<file path="config.mk">
export PLATFORM = sky130hd
export DESIGN_NAME = rv_controller
export DESIGN_NICKNAME = d
export VERILOG_FILES = /design/src/design/seq_pkg.sv /design/src/design/trap_pkg.sv /design/src/design/rv_controller.sv /design/src/design/fetch_redirect.sv /design/src/design/trap_unit.sv /design/src/design/seq_fsm.sv
export VERILOG_INCLUDE_DIRS = /design/src /design/src/design
export SDC_FILE = /design/constraint.sdc
export NUM_CORES = 1
export LEC_CHECK = 0
export BUFFER_PORTS_ARGS = -buffer_cell sky130_fd_sc_hd__buf_2
export CAP_MARGIN = 40
export CORE_MARGIN = 3
export CORE_UTILIZATION = 51
export CTS_CLUSTER_SIZE = 12
export DETAILED_ROUTE_END_ITERATION = 12
export GPL_TIMING_DRIVEN = 0
export PLACE_DENSITY_LB_ADDON = 0.12
export SETUP_SLACK_MARGIN = 0.05
export SYNTH_ARGS = -nofsm -noshare
export SYNTH_HDL_FRONTEND = slang
export SYNTH_SLANG_ARGS = --single-unit
</file>
<file path="constraint.sdc">
create_clock -name clk -period 5.4 [get_ports clk]
set_input_delay 1.62 -clock clk [delete_from_list [all_inputs] [get_ports clk]]
set_output_delay 1.62 -clock clk [all_outputs]
set_load 0.05 [all_outputs]
</file>
<file path="src/design/ctl_cfg.svh">
// sequencing controller configuration: datapath widths and trap vector spacing
`ifndef CTL_CFG_SVH
`define CTL_CFG_SVH

// program counter width
`define CTL_PC_BITS 32

// data word width, also the width of mtvec
`define CTL_XLEN 32

// width of the mcause exception code field
`define CTL_CAUSE_BITS 4

// log2 of the byte spacing between vectored trap entries
`define CTL_VEC_STRIDE_SHIFT 2

`endif
</file>
<file path="src/design/seq_pkg.sv">
// sequencing types: state indices, decode info, jump request and FSM strobes
`default_nettype none

`include "ctl_cfg.svh"

package seq_pkg;

    localparam int STATE_COUNT = 12;

    // bit positions in the one-hot state vector
    typedef enum int unsigned {
        IDLE        = 0,
        REINIT_WAIT = 1,
        FETCH       = 2,
        DECODE      = 3,
        FETCH_EXE   = 4,
        DECODE_DATA = 5,
        STORE       = 6,
        STORE_WAIT  = 7,
        LOAD        = 8,
        LOAD_WAIT   = 9,
        TRAP        = 10,
        TRAP_REINIT = 11
    } state_idx_e;

    typedef logic [STATE_COUNT-1:0] state_vec_t;

    typedef struct packed {
        logic enable_out;
        logic load;
        logic store;
    } dec_info_t;

    // JAL, JALR and taken branches all arrive here
    typedef struct packed {
        logic                    active;
        logic [`CTL_PC_BITS-1:0] target;
    } jump_req_t;

    // one-cycle strobes from the FSM to trap unit and fetch redirect
    typedef struct packed {
        logic pc_init;
        logic jump_init;
        logic mret_init;
        logic trap_init;
        logic fetch_enable;
        logic exe_enable;
        logic mem_begin;
        logic load_phase;
        logic set_timer_int;
        logic misalign_jump;
        logic enter_trap;
        logic clear_trap;
    } fsm_ctl_t;

endpackage

`default_nettype wire

</file>
<file path="src/design/trap_pkg.sv">
// trap types: cause codes, trap request and report, mtvec views
`default_nettype none

`include "ctl_cfg.svh"

package trap_pkg;

    // machine mode cause codes (interrupt bit travels separately)
    typedef enum logic [`CTL_CAUSE_BITS-1:0] {
        CAUSE_INSTR_MISALIGN = 'd0,
        CAUSE_BREAKPOINT     = 'd3,
        CAUSE_LOAD_MISALIGN  = 'd4,
        CAUSE_STORE_MISALIGN = 'd6,
        CAUSE_M_TIMER        = 'd7,
        CAUSE_ECALL_M        = 'd11
    } cause_e;

    // exception requests seen in the execute stage
    typedef struct packed {
        logic ecall;
        logic ebreak;
        logic misalign;
    } trap_req_t;

    // what goes to the CSR file when a trap is taken
    typedef struct packed {
        logic                     activate;
        logic                     is_interrupt;
        cause_e                   code;
        logic [`CTL_PC_BITS-1:0]  pc;
        logic [`CTL_PC_BITS-1:0]  addr;
    } trap_report_t;

    // mtvec, as a whole word for direct mode or split for vectored mode
    typedef union packed {
        logic [`CTL_XLEN-1:0] raw;
        struct packed {
            logic [`CTL_XLEN-3:0] base;
            logic [1:0]           mode;
        } f;
    } mtvec_u;

endpackage

`default_nettype wire

</file>
<file path="src/design/rv_controller.sv">
// RISC-V sequencing controller top: FSM, trap unit and fetch redirect
`default_nettype none

`include "ctl_cfg.svh"

module rv_controller (
    input  logic                     clk,
    input  logic                     reset_n,
    input  logic                     start,
    input  logic [`CTL_PC_BITS-1:0]  start_addr,
    input  logic                     mem_read_ack,
    input  seq_pkg::dec_info_t       dec,
    input  seq_pkg::jump_req_t       jump,
    input  logic                     mret_active,
    input  logic                     load_done,
    input  logic                     store_done,
    input  logic [`CTL_XLEN-1:0]     mem_addr,
    input  logic [`CTL_PC_BITS-1:0]  pc_in,
    input  trap_pkg::mtvec_u         mtvec_in,
    input  logic [`CTL_PC_BITS-1:0]  mepc_in,
    input  trap_pkg::trap_req_t      req,
    input  logic                     timer_triggered,
    output logic                     fetch_init,
    output logic [`CTL_PC_BITS-1:0]  fetch_start_addr,
    output logic                     fetch_next,
    output logic                     exe_enable,
    output logic                     data_access_enable,
    output logic                     csr_mret_active,
    output trap_pkg::trap_report_t   report,
    output logic                     paused
);

    import seq_pkg::*;

    fsm_ctl_t                ctl;
    logic                    trap_pending;
    logic                    int_block;
    logic                    fetch_active;
    logic                    first_exe;
    logic [`CTL_PC_BITS-1:0] vector;

    assign fetch_next      = ctl.fetch_enable;
    assign csr_mret_active = ctl.mret_init;

    seq_fsm u_seq_fsm (
        .clk, .reset_n, .start, .mem_read_ack, .dec, .jump, .mret_active,
        .load_done, .store_done, .timer_triggered, .trap_pending, .int_block,
        .fetch_active, .first_exe, .ctl, .exe_enable, .data_access_enable, .paused
    );

    trap_unit u_trap_unit (
        .clk, .reset_n, .ctl, .req, .jump_target(jump.target), .mret_active,
        .pc_in, .mem_addr, .mtvec_in, .fetch_init, .fetch_start_addr,
        .trap_pending, .int_block, .report, .vector
    );

    fetch_redirect u_fetch_redirect (
        .clk, .reset_n, .ctl, .start_addr, .jump_target(jump.target), .mepc_in,
        .vector, .mem_read_ack, .fetch_init, .fetch_start_addr, .fetch_active,
        .first_exe
    );

endmodule

`default_nettype wire

</file>
<file path="src/design/fetch_redirect.sv">
// fetch redirect: restart pulse and address, outstanding fetch and first execute flags
`default_nettype none

`include "ctl_cfg.svh"

module fetch_redirect (
    input  logic                     clk,
    input  logic                     reset_n,
    input  seq_pkg::fsm_ctl_t        ctl,
    input  logic [`CTL_PC_BITS-1:0]  start_addr,
    input  logic [`CTL_PC_BITS-1:0]  jump_target,
    input  logic [`CTL_PC_BITS-1:0]  mepc_in,
    input  logic [`CTL_PC_BITS-1:0]  vector,
    input  logic                     mem_read_ack,
    output logic                     fetch_init,
    output logic [`CTL_PC_BITS-1:0]  fetch_start_addr,
    output logic                     fetch_active,
    output logic                     first_exe
);

    always_ff @(posedge clk or negedge reset_n) begin
        if (!reset_n) begin
            fetch_init       <= 1'b0;
            fetch_start_addr <= '0;
            fetch_active     <= 1'b0;
            first_exe        <= 1'b0;
        end else begin
            fetch_init <= ctl.pc_init | ctl.jump_init | ctl.mret_init | ctl.trap_init;

            // halfword bit dropped on start and jump targets
            if (ctl.pc_init) begin
                fetch_start_addr <= {start_addr[`CTL_PC_BITS-1:1], 1'b0};
            end else if (ctl.jump_init) begin
                fetch_start_addr <= {jump_target[`CTL_PC_BITS-1:1], 1'b0};
            end else if (ctl.mret_init) begin
                fetch_start_addr <= mepc_in;
            end else if (ctl.trap_init) begin
                fetch_start_addr <= vector;
            end

            // a fetch is outstanding until its read acknowledge
            if (ctl.fetch_enable) begin
                fetch_active <= 1'b1;
            end else if (mem_read_ack) begin
                fetch_active <= 1'b0;
            end

            if (fetch_init) begin
                first_exe <= 1'b0;
            end else if (ctl.exe_enable) begin
                first_exe <= 1'b1;
            end
        end
    end

endmodule

`default_nettype wire

</file>
<file path="src/design/trap_unit.sv">
// trap unit: latches causes, encodes the cause code, captures PC and address, builds vector
`default_nettype none

`include "ctl_cfg.svh"

module trap_unit (
    input  logic                        clk,
    input  logic                        reset_n,
    input  seq_pkg::fsm_ctl_t           ctl,
    input  trap_pkg::trap_req_t         req,
    input  logic [`CTL_PC_BITS-1:0]     jump_target,
    input  logic                        mret_active,
    input  logic [`CTL_PC_BITS-1:0]     pc_in,
    input  logic [`CTL_XLEN-1:0]        mem_addr,
    input  trap_pkg::mtvec_u            mtvec_in,
    input  logic                        fetch_init,
    input  logic [`CTL_PC_BITS-1:0]     fetch_start_addr,
    output logic                        trap_pending,
    output logic                        int_block,
    output trap_pkg::trap_report_t      report,
    output logic [`CTL_PC_BITS-1:0]     vector
);

    import trap_pkg::*;

    localparam logic [`CTL_PC_BITS-1:0] INSTR_BYTES = 'd4;

    logic ecall_q;
    logic ebreak_q;
    logic jump_mis_q;
    logic align_q;
    logic load_q;
    logic timer_set_d1;
    logic timer_active;
    logic ecall_active;
    logic restart_pending;

    logic [`CTL_PC_BITS-1:0] pc_mem;
    logic [`CTL_XLEN-1:0]    vec_base;

    assign trap_pending = req.ecall | req.ebreak | req.misalign | align_q;
    assign int_block    = timer_active | ecall_active;

    // PC of the instruction that opened the data phase
    always_ff @(posedge clk) begin
        if (ctl.mem_begin) begin
            pc_mem <= pc_in;
        end
    end

    // ==================================================================
    // sticky causes and interrupt state
    // ==================================================================
    always_ff @(posedge clk or negedge reset_n) begin
        if (!reset_n) begin
            ecall_q         <= 1'b0;
            ebreak_q        <= 1'b0;
            jump_mis_q      <= 1'b0;
            align_q         <= 1'b0;
            load_q          <= 1'b0;
            timer_set_d1    <= 1'b0;
            timer_active    <= 1'b0;
            ecall_active    <= 1'b0;
            restart_pending <= 1'b0;
        end else begin
            ecall_q      <= ~ctl.clear_trap & (ecall_q | req.ecall);
            ebreak_q     <= ~ctl.clear_trap & (ebreak_q | req.ebreak);
            jump_mis_q   <= ~ctl.clear_trap & (jump_mis_q | ctl.misalign_jump);
            align_q      <= ~ctl.clear_trap & (align_q | req.misalign);
            timer_set_d1 <= ctl.set_timer_int;
            if (ctl.mem_begin) begin
                load_q <= ctl.load_phase;
            end
            if (ctl.set_timer_int) begin
                timer_active <= 1'b1;
            end else if (mret_active) begin
                timer_active <= 1'b0;
            end
            if (req.ecall) begin
                ecall_active <= 1'b1;
            end else if (mret_active) begin
                ecall_active <= 1'b0;
            end
            // a restart address is in flight until the first execute
            if (fetch_init) begin
                restart_pending <= 1'b1;
            end else if (ctl.exe_enable) begin
                restart_pending <= 1'b0;
            end
        end
    end

    // ==================================================================
    // trap report
    // ==================================================================
    always_ff @(posedge clk or negedge reset_n) begin
        if (!reset_n) begin
            report <= '0;
        end else begin
            report.activate <= ctl.enter_trap;

            if (req.ebreak || req.ecall || ctl.misalign_jump) begin
                report.pc <= pc_in;
            end else if (req.misalign) begin
                report.pc <= pc_mem;
            end else if (ctl.set_timer_int) begin
                report.pc <= (restart_pending || fetch_init) ? fetch_start_addr
                                                             : pc_in + INSTR_BYTES;
            end

            if (ctl.misalign_jump) begin
                report.addr <= {jump_target[`CTL_PC_BITS-1:1], 1'b0};
            end else if (req.misalign) begin
                report.addr <= mem_addr[`CTL_PC_BITS-1:0];
            end

            // fixed priority, timer first
            report.is_interrupt <= timer_set_d1;
            if (timer_set_d1) begin
                report.code <= CAUSE_M_TIMER;
            end else if (ecall_q) begin
                report.code <= CAUSE_ECALL_M;
            end else if (ebreak_q) begin
                report.code <= CAUSE_BREAKPOINT;
            end else if (jump_mis_q) begin
                report.code <= CAUSE_INSTR_MISALIGN;
            end else if (align_q) begin
                report.code <= load_q ? CAUSE_LOAD_MISALIGN : CAUSE_STORE_MISALIGN;
            end
        end
    end

    // direct mode jumps to mtvec, vectored mode indexes by cause
    assign vec_base = {mtvec_in.f.base, 2'b00};

    always_comb begin
        if (mtvec_in.f.mode == 2'b00) begin
            vector = mtvec_in.raw[`CTL_PC_BITS-1:0];
        end else begin
            vector = vec_base[`CTL_PC_BITS-1:0]
                   + ({{(`CTL_PC_BITS-`CTL_CAUSE_BITS){1'b0}}, report.code}
                      << `CTL_VEC_STRIDE_SHIFT);
        end
    end

endmodule

`default_nettype wire

</file>
<file path="src/design/seq_fsm.sv">
// instruction sequencing FSM issuing fetch, execute, data-access and trap strobes
`default_nettype none

module seq_fsm (
    input  logic                clk,
    input  logic                reset_n,
    input  logic                start,
    input  logic                mem_read_ack,
    input  seq_pkg::dec_info_t  dec,
    input  seq_pkg::jump_req_t  jump,
    input  logic                mret_active,
    input  logic                load_done,
    input  logic                store_done,
    input  logic                timer_triggered,
    input  logic                trap_pending,
    input  logic                int_block,
    input  logic                fetch_active,
    input  logic                first_exe,
    output seq_pkg::fsm_ctl_t   ctl,
    output logic                exe_enable,
    output logic                data_access_enable,
    output logic                paused
);

    import seq_pkg::*;

    state_vec_t state;
    state_vec_t next_state;

    logic disable_access;
    logic disable_access_q;
    logic back_to_exe;
    logic back_to_exe_d1;
    logic back_to_exe_d2;
    logic mem_read_ack_d1;
    logic dec_enable_d1;

    // ==================================================================
    // state register and delay lines
    // ==================================================================
    always_ff @(posedge clk or negedge reset_n) begin
        if (!reset_n) begin
            state            <= state_vec_t'(1) << IDLE;
            disable_access_q <= 1'b0;
            back_to_exe_d1   <= 1'b0;
            back_to_exe_d2   <= 1'b0;
            mem_read_ack_d1  <= 1'b0;
            dec_enable_d1    <= 1'b0;
        end else begin
            state            <= next_state;
            disable_access_q <= disable_access;
            back_to_exe_d1   <= back_to_exe;
            back_to_exe_d2   <= back_to_exe_d1;
            mem_read_ack_d1  <= mem_read_ack;
            dec_enable_d1    <= dec.enable_out;
        end
    end

    // ==================================================================
    // next state and strobe decode
    // ==================================================================
    always_comb begin
        next_state         = '0;
        ctl                = '0;
        data_access_enable = 1'b0;
        disable_access     = 1'b0;
        back_to_exe        = 1'b0;
        paused             = 1'b0;

        case (1'b1)
            state[IDLE]: begin
                paused = 1'b1;
                if (start) begin
                    ctl.pc_init             = 1'b1;
                    next_state[REINIT_WAIT] = 1'b1;
                end else begin
                    next_state[IDLE] = 1'b1;
                end
            end
            state[REINIT_WAIT]: next_state[FETCH] = 1'b1;
            state[FETCH]:       next_state[DECODE] = 1'b1;
            state[DECODE]: begin
                if (mem_read_ack) begin
                    ctl.fetch_enable      = 1'b1;
                    next_state[FETCH_EXE] = 1'b1;
                end else begin
                    next_state[DECODE] = 1'b1;
                end
            end
            state[FETCH_EXE]: begin
                // no data access right after a return from load or store
                data_access_enable = first_exe & ~disable_access_q;
                if (timer_triggered && !int_block) begin
                    ctl.set_timer_int = 1'b1;
                    next_state[TRAP]  = 1'b1;
                end else if (jump.active && jump.target[1]) begin
                    ctl.misalign_jump = 1'b1;
                    next_state[TRAP]  = 1'b1;
                end else if (trap_pending && data_access_enable) begin
                    next_state[TRAP] = 1'b1;
                end else if (jump.active || mret_active) begin
                    ctl.jump_init           = jump.active;
                    ctl.mret_init           = mret_active & ~jump.active;
                    next_state[REINIT_WAIT] = 1'b1;
                end else begin
                    next_state[DECODE_DATA] = 1'b1;
                end
            end
            state[DECODE_DATA]: begin
                // stretched so a late decode or a load/store return still executes
                ctl.exe_enable = dec.enable_out | dec_enable_d1 | back_to_exe_d2;
                disable_access = ~ctl.exe_enable;
                if (ctl.exe_enable && dec.store) begin
                    next_state[STORE] = 1'b1;
                end else if (ctl.exe_enable && dec.load) begin
                    next_state[LOAD] = 1'b1;
                end else begin
                    ctl.fetch_enable      = ~ctl.exe_enable & (mem_read_ack | mem_read_ack_d1);
                    next_state[FETCH_EXE] = 1'b1;
                end
            end
            state[STORE], state[LOAD]: begin
                // data phase waits for the bus to finish the fetch
                if (!fetch_active) begin
                    data_access_enable = 1'b1;
                    ctl.mem_begin      = 1'b1;
                    ctl.load_phase     = state[LOAD];
                    next_state[state[LOAD] ? LOAD_WAIT : STORE_WAIT] = 1'b1;
                end else begin
                    next_state = state;
                end
            end
            state[STORE_WAIT], state[LOAD_WAIT]: begin
                if (trap_pending) begin
                    next_state[TRAP] = 1'b1;
                end else if (state[LOAD_WAIT] ? load_done : store_done) begin
                    ctl.fetch_enable      = 1'b1;
                    disable_access        = 1'b1;
                    back_to_exe           = 1'b1;
                    next_state[FETCH_EXE] = 1'b1;
                end else begin
                    next_state = state;
                end
            end
            state[TRAP]: begin
                ctl.enter_trap          = 1'b1;
                next_state[TRAP_REINIT] = 1'b1;
            end
            state[TRAP_REINIT]: begin
                ctl.trap_init           = 1'b1;
                ctl.clear_trap          = 1'b1;
                next_state[REINIT_WAIT] = 1'b1;
            end
            default: next_state[IDLE] = 1'b1;
        endcase
    end

    assign exe_enable = ctl.exe_enable;

endmodule

`default_nettype wire

</file>
==> qor.yml <==
stdcell_count: 1602
period_share_pct: 96.69
drtAntennaViolNets: 0
die_h_um: 141.0
cp.arrival_ns: 3.60
drv_slew: 0
status: "finished clean"
synth.area.top_cells: "dfrtp_1 35%, edfxtp_1 10%, nor2_1 5.5%, a21oi_1 4.2%, nand2_1 3.8%"
rsz0062_at_grt: "no"
worstMarginPinSlew_ns: 0.8414
crit_family: "buffers and inverters"
ys_seq_elements: 163
critPathCaptureType: "output pin"
synth_top_cell_by_area: "dfrtp_1"
synth_edf_count: 32
io_pins: 315
first_pass_iters: 7
nFillCells: 1495
finalPower_uw: 4650
synth_xor_area_share_pct: 3.301
grt-ovfl-total: 0
clk_latency_ns: 0.44
postSynth.asyncResetShare_pct: 80.37
io_buffers: 311
wirelength_um: 38090
die_area_um2: 19870
placed_cell_area_um2: 11200
antenna_found_initial: 1
finalSetupViolCount: 0
syn_inst: 1027
synthAdderAreaFrac_pct: 0.8891
hpwl_um: 29860
synth_compound_area_share_pct: 22.82
ys_seq_area_share_pct: 45.66
cts_num_sinks: 163
finish.net_count: 1576
max_freq_mhz: 191.5
cts_buffers: 17
ys_warn_count: 0
cts_max_level: 4
vias: 10130
p_leak_uw: 0.005181
grt_usage_pct: 37.89
wl_per_cell_um: 23.78
drt_iter0_markers: 1221
slew_headroom_pct: 43.70
crit_buf_inv: 6
synth_simple_gate_area_share_pct: 19.16
post_drt_via_cell_ratio: 6.323
drive_gt1_share_pct: 27.83
tritoncts: "yes"
area_growth_pct: 27.31
cpPeakStageDelay_ns: 0.49
grt_pass1_wl_um: 57330
skew_ns: 0.01404
start_util_pct: 52.96
crit_top_cell: "buf_6"
critPathRequiredTime_ns: 3.78
syn_nets: 1240
slowest_stage: "or4_1"
powerDensity_nw_per_um2: 393.3
cts_buffer_depth: 2
num_rows: 48
finalInstanceArea_um2: 11820
cp_max_fo: 10
clock-root-buffer: "clkbuf_16"
gp_congestion: 1.024
maxCapViolCount: 0
dp_cells: 1568
synthFlopType: "dfrtp_1"
avgSynthCellArea_um2: 9.043
clk_pin_slew_worst_paths_ns: 0.07
hold_viol: 0
core_um2: 17540
drc: 0
ir_drop_mv: 0.3068
critical_path_class: "primary input to output pin"
startpoint_type: "primary input"
grt_pass1_vias: 9660
path_cells: "clkbuf_2, or4_1, buf_2, a211oi_4, nand3_4, clkinv_2, buf_6, buf_6, buf_6"
synth_mux_area_share_pct: 4.028
whs_ns: 0.3751
post-route-min-period_ns: 5.221
die_w_um: 141.0
ys_types: 77
min_path_type: "register to register"
synth_area_um2: 9288
synth_top_family_by_area: "compound AO/OA/AOI/OAI gates"
grt_max_degree: 67
synth_top_area_share_pct: 35.03
-- path summary, 6_finish.rpt --
path	cells after the start	to	from	slack (ns)
max in group asynchronous	2	u_fetch_redirect.fetch_start_addr[15]$_DFFE_PN0P_	reset_n	3.47
hold reg to reg	0	u_seq_fsm.back_to_exe_d2$_DFF_PN0_	u_seq_fsm.back_to_exe_d1$_DFF_PN0_	0.38
setup reg to reg	7	u_trap_unit.report[48]$_DFFE_PN0P_	u_trap_unit.ecall_active$_DFFE_PN0P_	2.20
hold / removal	0	u_seq_fsm.back_to_exe_d2$_DFF_PN0_	u_seq_fsm.back_to_exe_d1$_DFF_PN0_	0.38
min in group asynchronous	1	u_trap_unit.report[45]$_DFFE_PN0P_	reset_n	1.15
setup / recovery	9	csr_mret_active	req[0]	0.18
-- through the flow --
stage | util (%) | worst slack (ns) | TNS, ns
6_report | 67.42 | 0.1788 | 0
5_1_grt | 67.41 | 0.07694 | 0
4_1_cts | 67.27 | 0.02025 | 0
2_1_floorplan | - | 0.1899 | 0
3_5_place_dp | 63.89 | -0.1110 | -0.1110
3_3_place_gp | 63.46 | -0.5844 | -19.07
-- cell usage in the layout (no fill, tap or decap), drive strengths merged, types with 6 or more instances in the layout --
cell / n
buf: 334
nor2: 136
dfrtp: 130
nand2: 94
a21oi: 78
clkbuf: 69
o21ai: 61
mux2i: 34
nand3: 34
edfxtp: 32
a211oi: 28
inv: 28
nor3: 24
xor2: 18
o22ai: 18
a31oi: 17
xnor2: 17
nand4: 13
a221oi: 13
o22a: 13
o31ai: 12
nor4: 11
o211ai: 10
and3: 9
a22oi: 9
and2: 8
o21a: 8
nor2b: 7
a21o: 7
nand2b: 6
nor3b: 6
clkinv: 6
-- where the power goes --
group	leakage, uW	internal [uW]	total, uW	switching (uW)
clock	0.000292	700	1250	549
combinational	0.00306	476	1720	1240
sequential	0.00183	1450	1680	236
total	0.00518	2620	4650	2030
-- final cells by class --
| class | count | area [um^2] | share of cell area, % |
|---|---|---|---|
| plain buffers | 68 | 299.0 | 2.529 |
| clock inverters | 14 | 148.9 | 1.259 |
| multi-input cells | 773 | 4683 | 39.61 |
| clock buffers | 18 | 439.2 | 3.714 |
| inverters | 23 | 87.58 | 0.7407 |
| repair buffers | 317 | 1642 | 13.88 |
| flip-flops and latches | 163 | 4240 | 35.86 |
| diodes | 1 | 2.502 | 0.02116 |
| well taps | 225 | 281.5 | 2.381 |
-- per-layer routing --
layer	track usage, %	share of wire [%]	vias up	wire length, um
met5	0	0.053	-	20
met4	16.01	4.0	2	1516
met3	7.768	11	118	4347
met2	59.40	46	744	17500
met1	51.44	39	4780	14710
li1	-	-	4486	-
-- timing repair --
item,4_1_cts,5_1_grt
buffers inserted,0,1
hold buffers,0,0
setup endpoints to repair,2,2
pin swaps,0,1
gates resized for setup,2,5
-- synthesized netlist by cell type (9+ instances only) --
library cell and number:
a211oi_1 27, a21oi_1 78, a221oi_1 13, a22oi_1 9
a31oi_1 17, and3_1 9, clkbuf_1 51, dfrtp_1 130
edfxtp_1 32, inv_1 21, mux2i_1 34, nand2_1 94
nand3_1 33, nand4_1 13, nor2_1 136, nor3_1 22
nor4_1 10, o211ai_1 10, o21ai_0 54, o22a_1 13
o22ai_1 17, o31ai_1 12, xnor2_1 17, xor2_1 18
-- worst register-to-register path, stage by stage, from the launching register on --
cell	delay, ns
dfrtp_1	0.39
or3b_2	0.47
clkbuf_1	0.23
a41oi_1	0.67
clkbuf_1	0.57
nand2_1	0.44
a21oi_1	0.23
a21oi_1	0.09
-- registers in the layout (all words and copies together), names as in the netlist, 12 cells and up --
signal                             count
u_fetch_redirect.fetch_start_addr     32
u_seq_fsm.state                       12
u_trap_unit.pc_mem                    32
u_trap_unit.report                    70
-- cells by family after synthesis --
kind of cell | Yosys count
fa+ha+maj | 6
compound gates | 319
flops | 163
simple gates | 376
xor+xnor | 35
mux | 37
buf+inv | 91
Note: power is estimated with default switching activity, not from simulation.
